`src/recovery_pkg.sv`:
```
// Shared widths, typedefs, stream/command structs and receiver states for the recovery RX path
`default_nettype none

package recovery_pkg;

  // Bytes packed into one queue word
  localparam int unsigned WordBytes = 4;

  typedef logic [7:0] byte_t;
  typedef logic [31:0] word_t;
  typedef logic [31:0] desc_t;
  typedef logic [15:0] len_t;
  typedef logic [7:0] pec_t;

  typedef struct packed {
    logic  valid;
    logic  flush;
    byte_t data;
  } byte_stream_t;

  typedef struct packed {
    logic  valid;
    byte_t cmd;
    len_t  len;
    logic  error;
  } rec_cmd_t;

  typedef enum logic [2:0] {
    IDLE,
    CMD,
    LEN_LO,
    LEN_HI,
    PAYLOAD,
    PEC,
    REPORT
  } rx_state_e;

endpackage

`default_nettype wire
```
`src/recovery_handler.sv`:
```
// Top of the TTI receive path with recovery receiver, instantiate as the target RX block
`timescale 1ns/10ps
`default_nettype none

module recovery_handler
  import recovery_pkg::*;
#(
  parameter int unsigned DescDepth = 16,
  parameter int unsigned DataDepth = 16
) (
  input  logic     clk_i,
  input  logic     rst_i,
  input  logic     recovery_mode_i,

  input  logic     ctl_rx_desc_wvalid_i,
  output logic     ctl_rx_desc_wready_o,
  input  desc_t    ctl_rx_desc_wdata_i,
  output logic     ctl_rx_desc_full_o,
  output logic     ctl_rx_desc_empty_o,

  input  logic     ctl_rx_data_wvalid_i,
  output logic     ctl_rx_data_wready_o,
  input  byte_t    ctl_rx_data_wdata_i,
  input  logic     ctl_rx_data_wflush_i,
  output logic     ctl_rx_data_full_o,
  output logic     ctl_rx_data_empty_o,

  input  logic     csr_rx_desc_req_i,
  output logic     csr_rx_desc_ack_o,
  output word_t    csr_rx_desc_data_o,

  input  logic     csr_rx_data_req_i,
  output logic     csr_rx_data_ack_o,
  output word_t    csr_rx_data_data_o,

  output rec_cmd_t cmd_o
);

  // Descriptor queue
  logic         dq_wvalid;
  logic         dq_wready;
  word_t        dq_wdata;
  logic         dq_full;
  logic         dq_empty;
  logic         dq_req;
  logic         dq_ack;
  word_t        dq_rdata;

  // Data queue and packer
  logic         data_full;
  logic         data_empty;
  logic         data_wvalid;
  logic         data_wready;
  word_t        data_wdata;
  byte_stream_t conv_sink;
  logic         conv_sink_ready;

  // Receiver
  logic         rec_desc_valid;
  logic         rec_desc_ready;
  desc_t        rec_desc_data;
  byte_stream_t rec_data;
  logic         rec_data_ready;
  logic         rec_select;
  logic         rec_flush;
  pec_t         pec_crc;
  logic         pec_enable;
  logic         pec_clear;

  tti_rx_router u_router (
    .recovery_mode_i,
    .ctl_desc_wvalid_i (ctl_rx_desc_wvalid_i),
    .ctl_desc_wready_o (ctl_rx_desc_wready_o),
    .ctl_desc_wdata_i  (ctl_rx_desc_wdata_i),
    .ctl_desc_full_o   (ctl_rx_desc_full_o),
    .ctl_desc_empty_o  (ctl_rx_desc_empty_o),
    .ctl_data_wvalid_i (ctl_rx_data_wvalid_i),
    .ctl_data_wready_o (ctl_rx_data_wready_o),
    .ctl_data_wdata_i  (ctl_rx_data_wdata_i),
    .ctl_data_wflush_i (ctl_rx_data_wflush_i),
    .ctl_data_full_o   (ctl_rx_data_full_o),
    .ctl_data_empty_o  (ctl_rx_data_empty_o),
    .rec_desc_valid_o  (rec_desc_valid),
    .rec_desc_ready_i  (rec_desc_ready),
    .rec_desc_data_o   (rec_desc_data),
    .rec_data_o        (rec_data),
    .rec_data_ready_i  (rec_data_ready),
    .rec_select_i      (rec_select),
    .rec_flush_i       (rec_flush),
    .conv_sink_o       (conv_sink),
    .conv_sink_ready_i (conv_sink_ready),
    .dq_wvalid_o       (dq_wvalid),
    .dq_wready_i       (dq_wready),
    .dq_wdata_o        (dq_wdata),
    .dq_full_i         (dq_full),
    .dq_empty_i        (dq_empty),
    .dq_req_o          (dq_req),
    .dq_ack_i          (dq_ack),
    .dq_rdata_i        (dq_rdata),
    .data_full_i       (data_full),
    .data_empty_i      (data_empty),
    .csr_desc_req_i    (csr_rx_desc_req_i),
    .csr_desc_ack_o    (csr_rx_desc_ack_o),
    .csr_desc_data_o   (csr_rx_desc_data_o)
  );

  rx_fifo #(
    .Depth (DescDepth)
  ) desc_queue (
    .clk_i,
    .rst_i,
    .wvalid_i (dq_wvalid),
    .wready_o (dq_wready),
    .wdata_i  (dq_wdata),
    .req_i    (dq_req),
    .ack_o    (dq_ack),
    .rdata_o  (dq_rdata),
    .full_o   (dq_full),
    .empty_o  (dq_empty)
  );

  width_converter_8to32 u_conv (
    .clk_i,
    .rst_i,
    .sink_i         (conv_sink),
    .sink_ready_o   (conv_sink_ready),
    .source_valid_o (data_wvalid),
    .source_ready_i (data_wready),
    .source_data_o  (data_wdata)
  );

  // Readable by software in either mode
  rx_fifo #(
    .Depth (DataDepth)
  ) data_queue (
    .clk_i,
    .rst_i,
    .wvalid_i (data_wvalid),
    .wready_o (data_wready),
    .wdata_i  (data_wdata),
    .req_i    (csr_rx_data_req_i),
    .ack_o    (csr_rx_data_ack_o),
    .rdata_o  (csr_rx_data_data_o),
    .full_o   (data_full),
    .empty_o  (data_empty)
  );

  recovery_pec u_pec (
    .clk_i,
    .rst_i,
    .clear_i (pec_clear),
    .valid_i (pec_enable),
    .dat_i   (ctl_rx_data_wdata_i),
    .crc_o   (pec_crc)
  );

  recovery_receiver u_receiver (
    .clk_i,
    .rst_i,
    .desc_valid_i        (rec_desc_valid),
    .desc_ready_o        (rec_desc_ready),
    .desc_data_i         (rec_desc_data),
    .data_i              (rec_data),
    .data_ready_o        (rec_data_ready),
    .data_queue_select_o (rec_select),
    .data_queue_flush_o  (rec_flush),
    .data_queue_ready_i  (conv_sink_ready),
    .pec_crc_i           (pec_crc),
    .pec_enable_o        (pec_enable),
    .pec_clear_o         (pec_clear),
    .cmd_o
  );

endmodule

`default_nettype wire

```
`src/tti_rx_router.sv`:
```
// Mode and select muxing between controller ports, RX queues, recovery receiver and CSR
`timescale 1ns/10ps
`default_nettype none

module tti_rx_router
  import recovery_pkg::*;
(
  input  logic         recovery_mode_i,
  // Controller descriptor port
  input  logic         ctl_desc_wvalid_i,
  output logic         ctl_desc_wready_o,
  input  desc_t        ctl_desc_wdata_i,
  output logic         ctl_desc_full_o,
  output logic         ctl_desc_empty_o,
  // Controller byte port
  input  logic         ctl_data_wvalid_i,
  output logic         ctl_data_wready_o,
  input  byte_t        ctl_data_wdata_i,
  input  logic         ctl_data_wflush_i,
  output logic         ctl_data_full_o,
  output logic         ctl_data_empty_o,
  // Recovery receiver
  output logic         rec_desc_valid_o,
  input  logic         rec_desc_ready_i,
  output desc_t        rec_desc_data_o,
  output byte_stream_t rec_data_o,
  input  logic         rec_data_ready_i,
  input  logic         rec_select_i,
  input  logic         rec_flush_i,
  // Converter sink
  output byte_stream_t conv_sink_o,
  input  logic         conv_sink_ready_i,
  // Descriptor FIFO
  output logic         dq_wvalid_o,
  input  logic         dq_wready_i,
  output word_t        dq_wdata_o,
  input  logic         dq_full_i,
  input  logic         dq_empty_i,
  output logic         dq_req_o,
  input  logic         dq_ack_i,
  input  word_t        dq_rdata_i,
  // Data FIFO flags
  input  logic         data_full_i,
  input  logic         data_empty_i,
  // CSR descriptor read
  input  logic         csr_desc_req_i,
  output logic         csr_desc_ack_o,
  output word_t        csr_desc_data_o
);

  assign dq_wdata_o      = ctl_desc_wdata_i;
  assign rec_desc_data_o = ctl_desc_wdata_i;

  always_comb begin
    if (recovery_mode_i) begin
      rec_desc_valid_o  = ctl_desc_wvalid_i;
      dq_wvalid_o       = 1'b0;
      ctl_desc_wready_o = rec_desc_ready_i;
      ctl_desc_full_o   = 1'b0;
      ctl_desc_empty_o  = 1'b0;
      // Descriptor queue is off limits to software in recovery
      dq_req_o          = 1'b0;
      csr_desc_ack_o    = 1'b0;
      csr_desc_data_o   = '0;
    end else begin
      rec_desc_valid_o  = 1'b0;
      dq_wvalid_o       = ctl_desc_wvalid_i;
      ctl_desc_wready_o = dq_wready_i;
      ctl_desc_full_o   = dq_full_i;
      ctl_desc_empty_o  = dq_empty_i;
      dq_req_o          = csr_desc_req_i;
      csr_desc_ack_o    = dq_ack_i;
      csr_desc_data_o   = dq_rdata_i;
    end
  end

  always_comb begin
    rec_data_o       = '{valid: recovery_mode_i & ctl_data_wvalid_i,
                         flush: ctl_data_wflush_i,
                         data:  ctl_data_wdata_i};
    conv_sink_o.data = ctl_data_wdata_i;
    if (recovery_mode_i) begin
      // Only payload bytes reach the data queue
      conv_sink_o.valid = rec_select_i & ctl_data_wvalid_i;
      conv_sink_o.flush = rec_flush_i;
      ctl_data_wready_o = rec_data_ready_i;
      ctl_data_full_o   = 1'b0;
      ctl_data_empty_o  = 1'b0;
    end else begin
      conv_sink_o.valid = ctl_data_wvalid_i;
      conv_sink_o.flush = ctl_data_wflush_i;
      ctl_data_wready_o = conv_sink_ready_i;
      ctl_data_full_o   = data_full_i;
      ctl_data_empty_o  = data_empty_i;
    end
  end

endmodule

`default_nettype wire

```
`src/recovery_receiver.sv`:
```
// Recovery packet parser: cmd, length, payload to data queue, PEC check, command report
`timescale 1ns/10ps
`default_nettype none

module recovery_receiver
  import recovery_pkg::*;
(
  input  logic         clk_i,
  input  logic         rst_i,
  input  logic         desc_valid_i,
  output logic         desc_ready_o,
  input  desc_t        desc_data_i,
  input  byte_stream_t data_i,
  output logic         data_ready_o,
  output logic         data_queue_select_o,
  output logic         data_queue_flush_o,
  input  logic         data_queue_ready_i,
  input  pec_t         pec_crc_i,
  output logic         pec_enable_o,
  output logic         pec_clear_o,
  output rec_cmd_t     cmd_o
);

  rx_state_e state_q;
  rx_state_e state_d;
  len_t      remain_q;
  len_t      pay_cnt_q;
  byte_t     cmd_q;
  len_t      len_q;
  logic      error_q;
  logic      byte_acc;
  logic      last_byte;
  logic      take_pec;

  // Descriptor count exhausted, so this byte ends the packet
  assign last_byte = (remain_q <= len_t'(1));
  assign take_pec  = (state_q == PEC) | last_byte;
  assign byte_acc  = data_i.valid & data_ready_o;

  assign pec_clear_o  = (state_q == IDLE);
  assign pec_enable_o = byte_acc & ~take_pec;

  assign cmd_o = '{valid: (state_q == REPORT), cmd: cmd_q, len: len_q, error: error_q};

  always_comb begin
    state_d             = state_q;
    desc_ready_o        = 1'b0;
    data_ready_o        = 1'b0;
    data_queue_select_o = 1'b0;
    data_queue_flush_o  = 1'b0;
    unique case (state_q)
      IDLE: begin
        desc_ready_o = 1'b1;
        if (desc_valid_i) begin
          state_d = CMD;
        end
      end
      CMD: begin
        data_ready_o = 1'b1;
        if (byte_acc) begin
          state_d = last_byte ? REPORT : LEN_LO;
        end
      end
      LEN_LO: begin
        data_ready_o = 1'b1;
        if (byte_acc) begin
          state_d = last_byte ? REPORT : LEN_HI;
        end
      end
      LEN_HI: begin
        data_ready_o = 1'b1;
        if (byte_acc) begin
          if (last_byte) begin
            state_d = REPORT;
          end else if ({data_i.data, len_q[7:0]} == '0) begin
            state_d = PEC;
          end else begin
            state_d = PAYLOAD;
          end
        end
      end
      PAYLOAD: begin
        data_queue_select_o = ~last_byte;
        data_ready_o        = last_byte | data_queue_ready_i;
        // Flush on the last byte that actually lands in the queue
        data_queue_flush_o  = ~last_byte &
                              ((pay_cnt_q == len_t'(1)) | (remain_q == len_t'(2)));
        if (byte_acc) begin
          if (last_byte) begin
            state_d = REPORT;
          end else if (pay_cnt_q == len_t'(1)) begin
            state_d = PEC;
          end
        end
      end
      PEC: begin
        data_ready_o = 1'b1;
        if (byte_acc) begin
          state_d = REPORT;
        end
      end
      REPORT: begin
        state_d = IDLE;
      end
      default: begin
        state_d = IDLE;
      end
    endcase
  end

  always_ff @(posedge clk_i) begin
    if (rst_i) begin
      state_q   <= IDLE;
      remain_q  <= '0;
      pay_cnt_q <= '0;
    end else begin
      state_q <= state_d;
      if (desc_valid_i & desc_ready_o) begin
        remain_q <= len_t'(desc_data_i[15:0]);
      end else if (byte_acc) begin
        remain_q <= remain_q - 1'b1;
      end
      if (byte_acc && state_q == LEN_HI) begin
        pay_cnt_q <= {data_i.data, len_q[7:0]};
      end else if (byte_acc && state_q == PAYLOAD) begin
        pay_cnt_q <= pay_cnt_q - 1'b1;
      end
    end
  end

  always_ff @(posedge clk_i) begin
    if (desc_valid_i & desc_ready_o) begin
      cmd_q <= '0;
      len_q <= '0;
    end else if (byte_acc & ~take_pec) begin
      case (state_q)
        CMD:     cmd_q <= data_i.data;
        LEN_LO:  len_q[7:0] <= data_i.data;
        LEN_HI:  len_q[15:8] <= data_i.data;
        default: ;
      endcase
    end
    // Error on bad PEC, count mismatch or a packet cut short
    if (byte_acc & take_pec) begin
      error_q <= (data_i.data != pec_crc_i) | (remain_q != len_t'(1)) | (state_q != PEC);
    end
  end

endmodule

`default_nettype wire

```
`src/recovery_pec.sv`:
```
// CRC-8 (poly 0x07, init 0) accumulator over recovery packet bytes, cleared between packets
`timescale 1ns/10ps
`default_nettype none

module recovery_pec
  import recovery_pkg::*;
(
  input  logic  clk_i,
  input  logic  rst_i,
  input  logic  clear_i,
  input  logic  valid_i,
  input  byte_t dat_i,
  output pec_t  crc_o
);

  function automatic pec_t crc8_step(pec_t crc, byte_t dat);
    pec_t c;
    c = crc ^ dat;
    for (int i = 0; i < 8; i++) begin
      c = c[7] ? ({c[6:0], 1'b0} ^ 8'h07) : {c[6:0], 1'b0};
    end
    return c;
  endfunction

  always_ff @(posedge clk_i) begin
    if (rst_i || clear_i) begin
      crc_o <= '0;
    end else if (valid_i) begin
      crc_o <= crc8_step(crc_o, dat_i);
    end
  end

endmodule

`default_nettype wire

```
`src/width_converter_8to32.sv`:
```
// Byte to word packer feeding the RX data queue, little-endian, flush closes a partial word
`timescale 1ns/10ps
`default_nettype none

module width_converter_8to32
  import recovery_pkg::*;
(
  input  logic         clk_i,
  input  logic         rst_i,
  input  byte_stream_t sink_i,
  output logic         sink_ready_o,
  output logic         source_valid_o,
  input  logic         source_ready_i,
  output word_t        source_data_o
);

  localparam int unsigned CntW = $clog2(WordBytes);

  word_t           acc_q;
  word_t           acc_next;
  logic [CntW-1:0] cnt_q;
  logic            out_valid_q;
  logic            accept;
  logic            last;

  // Stall the byte side while a finished word waits on the queue
  assign sink_ready_o   = ~out_valid_q | source_ready_i;
  assign accept         = sink_i.valid & sink_ready_o;
  assign last           = accept & (sink_i.flush | (cnt_q == CntW'(WordBytes - 1)));
  assign source_valid_o = out_valid_q;

  always_comb begin
    acc_next = acc_q;
    acc_next[cnt_q*8 +: 8] = sink_i.data;
  end

  always_ff @(posedge clk_i) begin
    if (rst_i) begin
      acc_q       <= '0;
      cnt_q       <= '0;
      out_valid_q <= 1'b0;
    end else begin
      if (out_valid_q & source_ready_i) begin
        out_valid_q <= 1'b0;
      end
      if (last) begin
        // Cleared accumulator zero-fills the high bytes of a flushed word
        acc_q       <= '0;
        cnt_q       <= '0;
        out_valid_q <= 1'b1;
      end else if (accept) begin
        acc_q <= acc_next;
        cnt_q <= cnt_q + 1'b1;
      end
    end
  end

  always_ff @(posedge clk_i) begin
    if (last) begin
      source_data_o <= acc_next;
    end
  end

endmodule

`default_nettype wire

```
`src/rx_fifo.sv`:
```
// RX queue FIFO, written by the controller side and popped by CSR req/ack reads
`timescale 1ns/10ps
`default_nettype none

module rx_fifo
  import recovery_pkg::*;
#(
  parameter int unsigned Depth = 16
) (
  input  logic  clk_i,
  input  logic  rst_i,
  input  logic  wvalid_i,
  output logic  wready_o,
  input  word_t wdata_i,
  input  logic  req_i,
  output logic  ack_o,
  output word_t rdata_o,
  output logic  full_o,
  output logic  empty_o
);

  localparam int unsigned PtrW = (Depth > 1) ? $clog2(Depth) : 1;
  localparam int unsigned CntW = $clog2(Depth + 1);

  word_t           mem_q [Depth];
  logic [PtrW-1:0] wr_ptr_q;
  logic [PtrW-1:0] rd_ptr_q;
  logic [CntW-1:0] count_q;
  logic            push;
  logic            pop;

  function automatic logic [PtrW-1:0] ptr_inc(logic [PtrW-1:0] ptr);
    return (ptr == PtrW'(Depth - 1)) ? '0 : ptr + 1'b1;
  endfunction

  assign full_o   = (count_q == CntW'(Depth));
  assign empty_o  = (count_q == '0);
  assign wready_o = ~full_o;
  assign push     = wvalid_i & wready_o;
  // An empty read still gets acked, it just pops nothing
  assign pop      = req_i & ~empty_o;

  always_ff @(posedge clk_i) begin
    if (rst_i) begin
      wr_ptr_q <= '0;
      rd_ptr_q <= '0;
      count_q  <= '0;
      ack_o    <= 1'b0;
    end else begin
      ack_o <= req_i;
      if (push) begin
        wr_ptr_q <= ptr_inc(wr_ptr_q);
      end
      if (pop) begin
        rd_ptr_q <= ptr_inc(rd_ptr_q);
      end
      if (push & ~pop) begin
        count_q <= count_q + 1'b1;
      end else if (pop & ~push) begin
        count_q <= count_q - 1'b1;
      end
    end
  end

  always_ff @(posedge clk_i) begin
    if (push) begin
      mem_q[wr_ptr_q] <= wdata_i;
    end
    rdata_o <= pop ? mem_q[rd_ptr_q] : '0;
  end

endmodule

`default_nettype wire

```
`config.mk`:
```
export PLATFORM = sky130hd
export DESIGN_NAME = recovery_handler
export DESIGN_NICKNAME = d
export VERILOG_FILES = /design/src/recovery_pkg.sv /design/src/recovery_handler.sv /design/src/tti_rx_router.sv /design/src/recovery_receiver.sv /design/src/recovery_pec.sv /design/src/width_converter_8to32.sv /design/src/rx_fifo.sv
export SDC_FILE = /design/constraint.sdc
export NUM_CORES = 1
export LEC_CHECK = 0
export BUFFER_PORTS_ARGS = -buffer_cell sky130_fd_sc_hd__clkbuf_2
export CAP_MARGIN = 20
export CORE_MARGIN = 4
export CORE_UTILIZATION = 64
export CTS_BUF_LIST = sky130_fd_sc_hd__clkbuf_4
export CTS_CLUSTER_SIZE = 10
export DETAILED_ROUTE_END_ITERATION = 16
export PLACE_DENSITY = 0.91
export SYNTH_ARGS = -nofsm -noshare
export SYNTH_HDL_FRONTEND = slang
export SYNTH_HIERARCHICAL = 1
export SYNTH_SLANG_ARGS = --single-unit
```
`constraint.sdc`:
```
create_clock -name clk_i -period 4.65 [get_ports clk_i]
set_input_delay 0.6975 -clock clk_i [delete_from_list [all_inputs] [get_ports clk_i]]
set_output_delay 0.6975 -clock clk_i [all_outputs]
set_load 0.005 [all_outputs]
```
==> results by group <==
Status
  • Status: completed

Global route
  • Met2 usage in global routing: 0.517
  • Antenna violations before repair: 6
  • All-Layer GR Usage: 0.319
  • GRT overflow: 0
  • Vias in the first global route: 32.4k
  • GRT Max-Usage Layer: met2
  • M3 GR Usage: 0.0886
  • Grt met1 use: 0.399
  • Global-route wire length before repair: between 150 and 200 mm
  • Largest net degree at the start of global routing: 80

Timing
  • Final Hold Vio Count: 0
  • Tightest Pin Transition: 1.18 ns
  • Setup TNS: 0 ns
  • RSZ-0062 raised after global routing: no
  • Minimum clock period: ~4.2 ns
  • # setup viols final: 0
  • Hold_ws: a little under 0.1 ns
  • Achievable frequency: ~240 MHz
  • Clk_skew: roughly 0.12 ns
  • Setup WS post-layout: approximately 0.41 ns
  • Count of pins over their slew limit: 0
  • Worst rel slew slack: 0.214
  • Final Cycle Share: 0.911

Power and ir drop
  • Switching share of power: 0.283
  • Leakage: around 19 nW
  • Switch Pwr: 7.53 mW
  • Clock power frac: 0.349
  • Internal power: between 15 and 20 mW
  • Combinational power share: 0.165
  • Cell Pwr Density: 477 mW/mm2
  • Final Power: 26.6 mW
  • Worst vdd ir: 0.000335 V
  • Sequential Power Share: 0.486

Setup path
  • Crit-path slowest cell: or4_4
  • Critical path type: flop to output port
  • R2R cell count: 8
  • CP Launch Type: flop
  • Worst reg-to-reg setup slack: 1.01 ns
  • Max stage delay on crit path: 0.58 ns
  • CP max FO: 7
  • CP Cell Sequence: or4_4 > or4b_4 > o31ai_2 > a211o_1 > mux2_4 > clkbuf_2
  • CP required: 3.95 ns
  • Worst EP arrival: about 3.5 ns
  • CP Capture Type: output port
  • Reg2Reg Launch Point: u_receiver/remain_q[11]$_SDFFE_PP0P_
  • Worst reg2reg path endpoint: u_conv/acc_q[8]$_SDFFE_PP0P_

Logic synthesis
  • Post-Syn Nets: 3087
  • Synth Warn #: 6
  • Synthesized instance count: roughly 3.0k
  • Mean Syn Cell Area: 16.8 um2
  • Cell Area, Synth: 0.0504 mm2

Final layout
  • Register area: 0.0356 mm2
  • Area delta synth->final: 10.9%
  • Non-Filler Instances: around 4.6k
  • FILL cells: between 4k and 5k
  • Layout cell share with drive strength beyond 1: 0.266
  • Multi-input gate area: around 0.013 mm2
  • End-of-flow core utilization: 0.719
  • Final instance area: 0.0559 mm2
  • Final nets: 3385

Clock tree
  • Worst-path clk slew: 0.08 ns
  • Clock Latency Late Sink: 1.12 ns
  • Clk sink count: 1251
  • Clk buf depth: 4
  • Post-CTS Setup Bufs: 0
  • CTS HTree Levels: 5
  • Root Buffer: clkbuf_4
  • CTS tree: yes
  • CTS buffer count: 312

Die
  • Die Footprint: 0.0833 mm2
  • Chip Width: 289 um
  • Top-Level Pins: 146
  • CORE AREA: ~0.078 mm2
  • Std-Cell Rows: ~100
  • Starting Density: 0.648
  • Die H: between 200 and 300 um

Placement
  • Placed insts: 4007
  • # port buffers: 145
  • Routability congestion estimate: 0.838
  • Post-DP Area: 0.0517 mm2
  • Detail Placement HPWL: 67.6 mm
  • DP Worst Slack: approximately 0.84 ns

Route
  • Routed len/inst: 29.1 um
  • Iteration-0 DRC Markers: 5271
  • Post-Route WL: ~130 mm
  • Vias per cell: 6.82
  • Via count: 31.2k
  • DRC Markers: 0
  • DRT Pass-1 Iters: 7
  • Post-detailed-route count of antenna-violating nets: 0

Min path
  • Hold_sp: ctl_rx_desc_wdata_i[20]
  • Worst hold endpoint: desc_queue/mem_q[15][20]$_DFFE_PP_
  • Hold path depth: 1
  • Hold WC Path Type: input pin to flop

Flow run
  • Max-cap violations: 0
-- worst max path at each step --
| stage | from | endpoint | slack (ns) | depth (start not counted) |
|---|---|---|---|---|
| floorplan | recovery_mode_i | desc_queue/mem_q[0][0]$_DFFE_PP_ | 0.29 | 6 |
| global placement | recovery_mode_i | u_receiver/remain_q[5]$_SDFFE_PP0P_ | 0.89 | 7 |
| detailed placement | recovery_mode_i | u_receiver/remain_q[5]$_SDFFE_PP0P_ | 0.84 | 7 |
| CTS | u_receiver/remain_q[11]$_SDFFE_PP0P_ | ctl_rx_data_wready_o | 0.03 | 6 |
| global route | u_receiver/remain_q[11]$_SDFFE_PP0P_ | ctl_rx_data_wready_o | 0.26 | 6 |
| finish | u_receiver/remain_q[11]$_SDFFE_PP0P_ | ctl_rx_data_wready_o | 0.41 | 6 |
-- power groups by stage --
stage	clock network [mW]	registers, mW	logic (mW)
6_report	9.30	12.9	4.40
5_1_grt	10.1	13.0	4.64
2_1_floorplan	0	12.9	3.24
4_1_cts	9.33	13.0	4.20
3_5_place_dp	0	13.2	4.07
3_3_place_gp	0	13.2	3.89
-- area by class of cell --
cell class                 instances  area share
clock buffer                     469      0.0630
multi-input combinational       1472       0.238
tap                             1040      0.0233
clock inverter                    66     0.00667
inverter                          38     0.00264
antenna                            7    0.000313
sequential                      1251       0.638
timing repair buffer             230      0.0282
-- critical path: cells and delay by family (launching register included) --
| kind | cells | cell delay [ns] |
|---|---|---|
| buf+inv | 1 | 0.11 |
| compound gates | 2 | 0.73 |
| flops | 1 | 0.34 |
| simple gates | 2 | 1.15 |
| mux | 1 | 0.14 |
-- flip-flops by register name, indices dropped and copies added, names as in the netlist --
name / count
data_queue/mem_q: 512
desc_queue/mem_q: 512
data_queue/rdata_o: 32
desc_queue/rdata_o: 32
u_conv/acc_q: 32
u_conv/source_data_o: 32
u_receiver/len_q: 16
u_receiver/pay_cnt_q: 16
u_receiver/remain_q: 16
u_pec/crc_o: 8
u_receiver/cmd_q: 8
data_queue/count_q: 5
desc_queue/count_q: 5
data_queue/rd_ptr_q: 4
data_queue/wr_ptr_q: 4
desc_queue/rd_ptr_q: 4
desc_queue/wr_ptr_q: 4
u_receiver/state_q: 3
u_conv/cnt_q: 2
data_queue/ack_o: 1
desc_queue/ack_o: 1
u_conv/source_valid_o: 1
u_receiver/error_q: 1
-- repair_timing --
action / CTS / global route
gates resized for setup: 0 / 1
hold buffers: 18 / 0
hold endpoints to repair: 184 / 0
setup endpoints to repair: 0 / 1
-- placed cells by master (no fill, tap or decap), types with 38 or more instances in the layout --
| cell type | n |
|---|---|
| clkbuf_4 | 469 |
| clkinv_1 | 49 |
| mux4_2 | 124 |
| edfxtp_1 | 1057 |
| nor2_1 | 97 |
| nor2b_1 | 48 |
| a22oi_1 | 135 |
| mux2i_1 | 354 |
| o31ai_1 | 38 |
| nand4_1 | 38 |
| buf_4 | 55 |
| nand2_1 | 108 |
| clkbuf_2 | 145 |
| o22ai_1 | 64 |
| dfxtp_1 | 188 |
-- per-layer routing --
| layer | vias to the layer above | share of wire |
|---|---|---|
| met5 | - | 0.00092 |
| li1 | 12600 | - |
| met3 | 526 | 0.13 |
| met1 | 15100 | 0.33 |
| met2 | 2969 | 0.49 |
| met4 | 2 | 0.049 |
(Power assumes the default switching activity.)
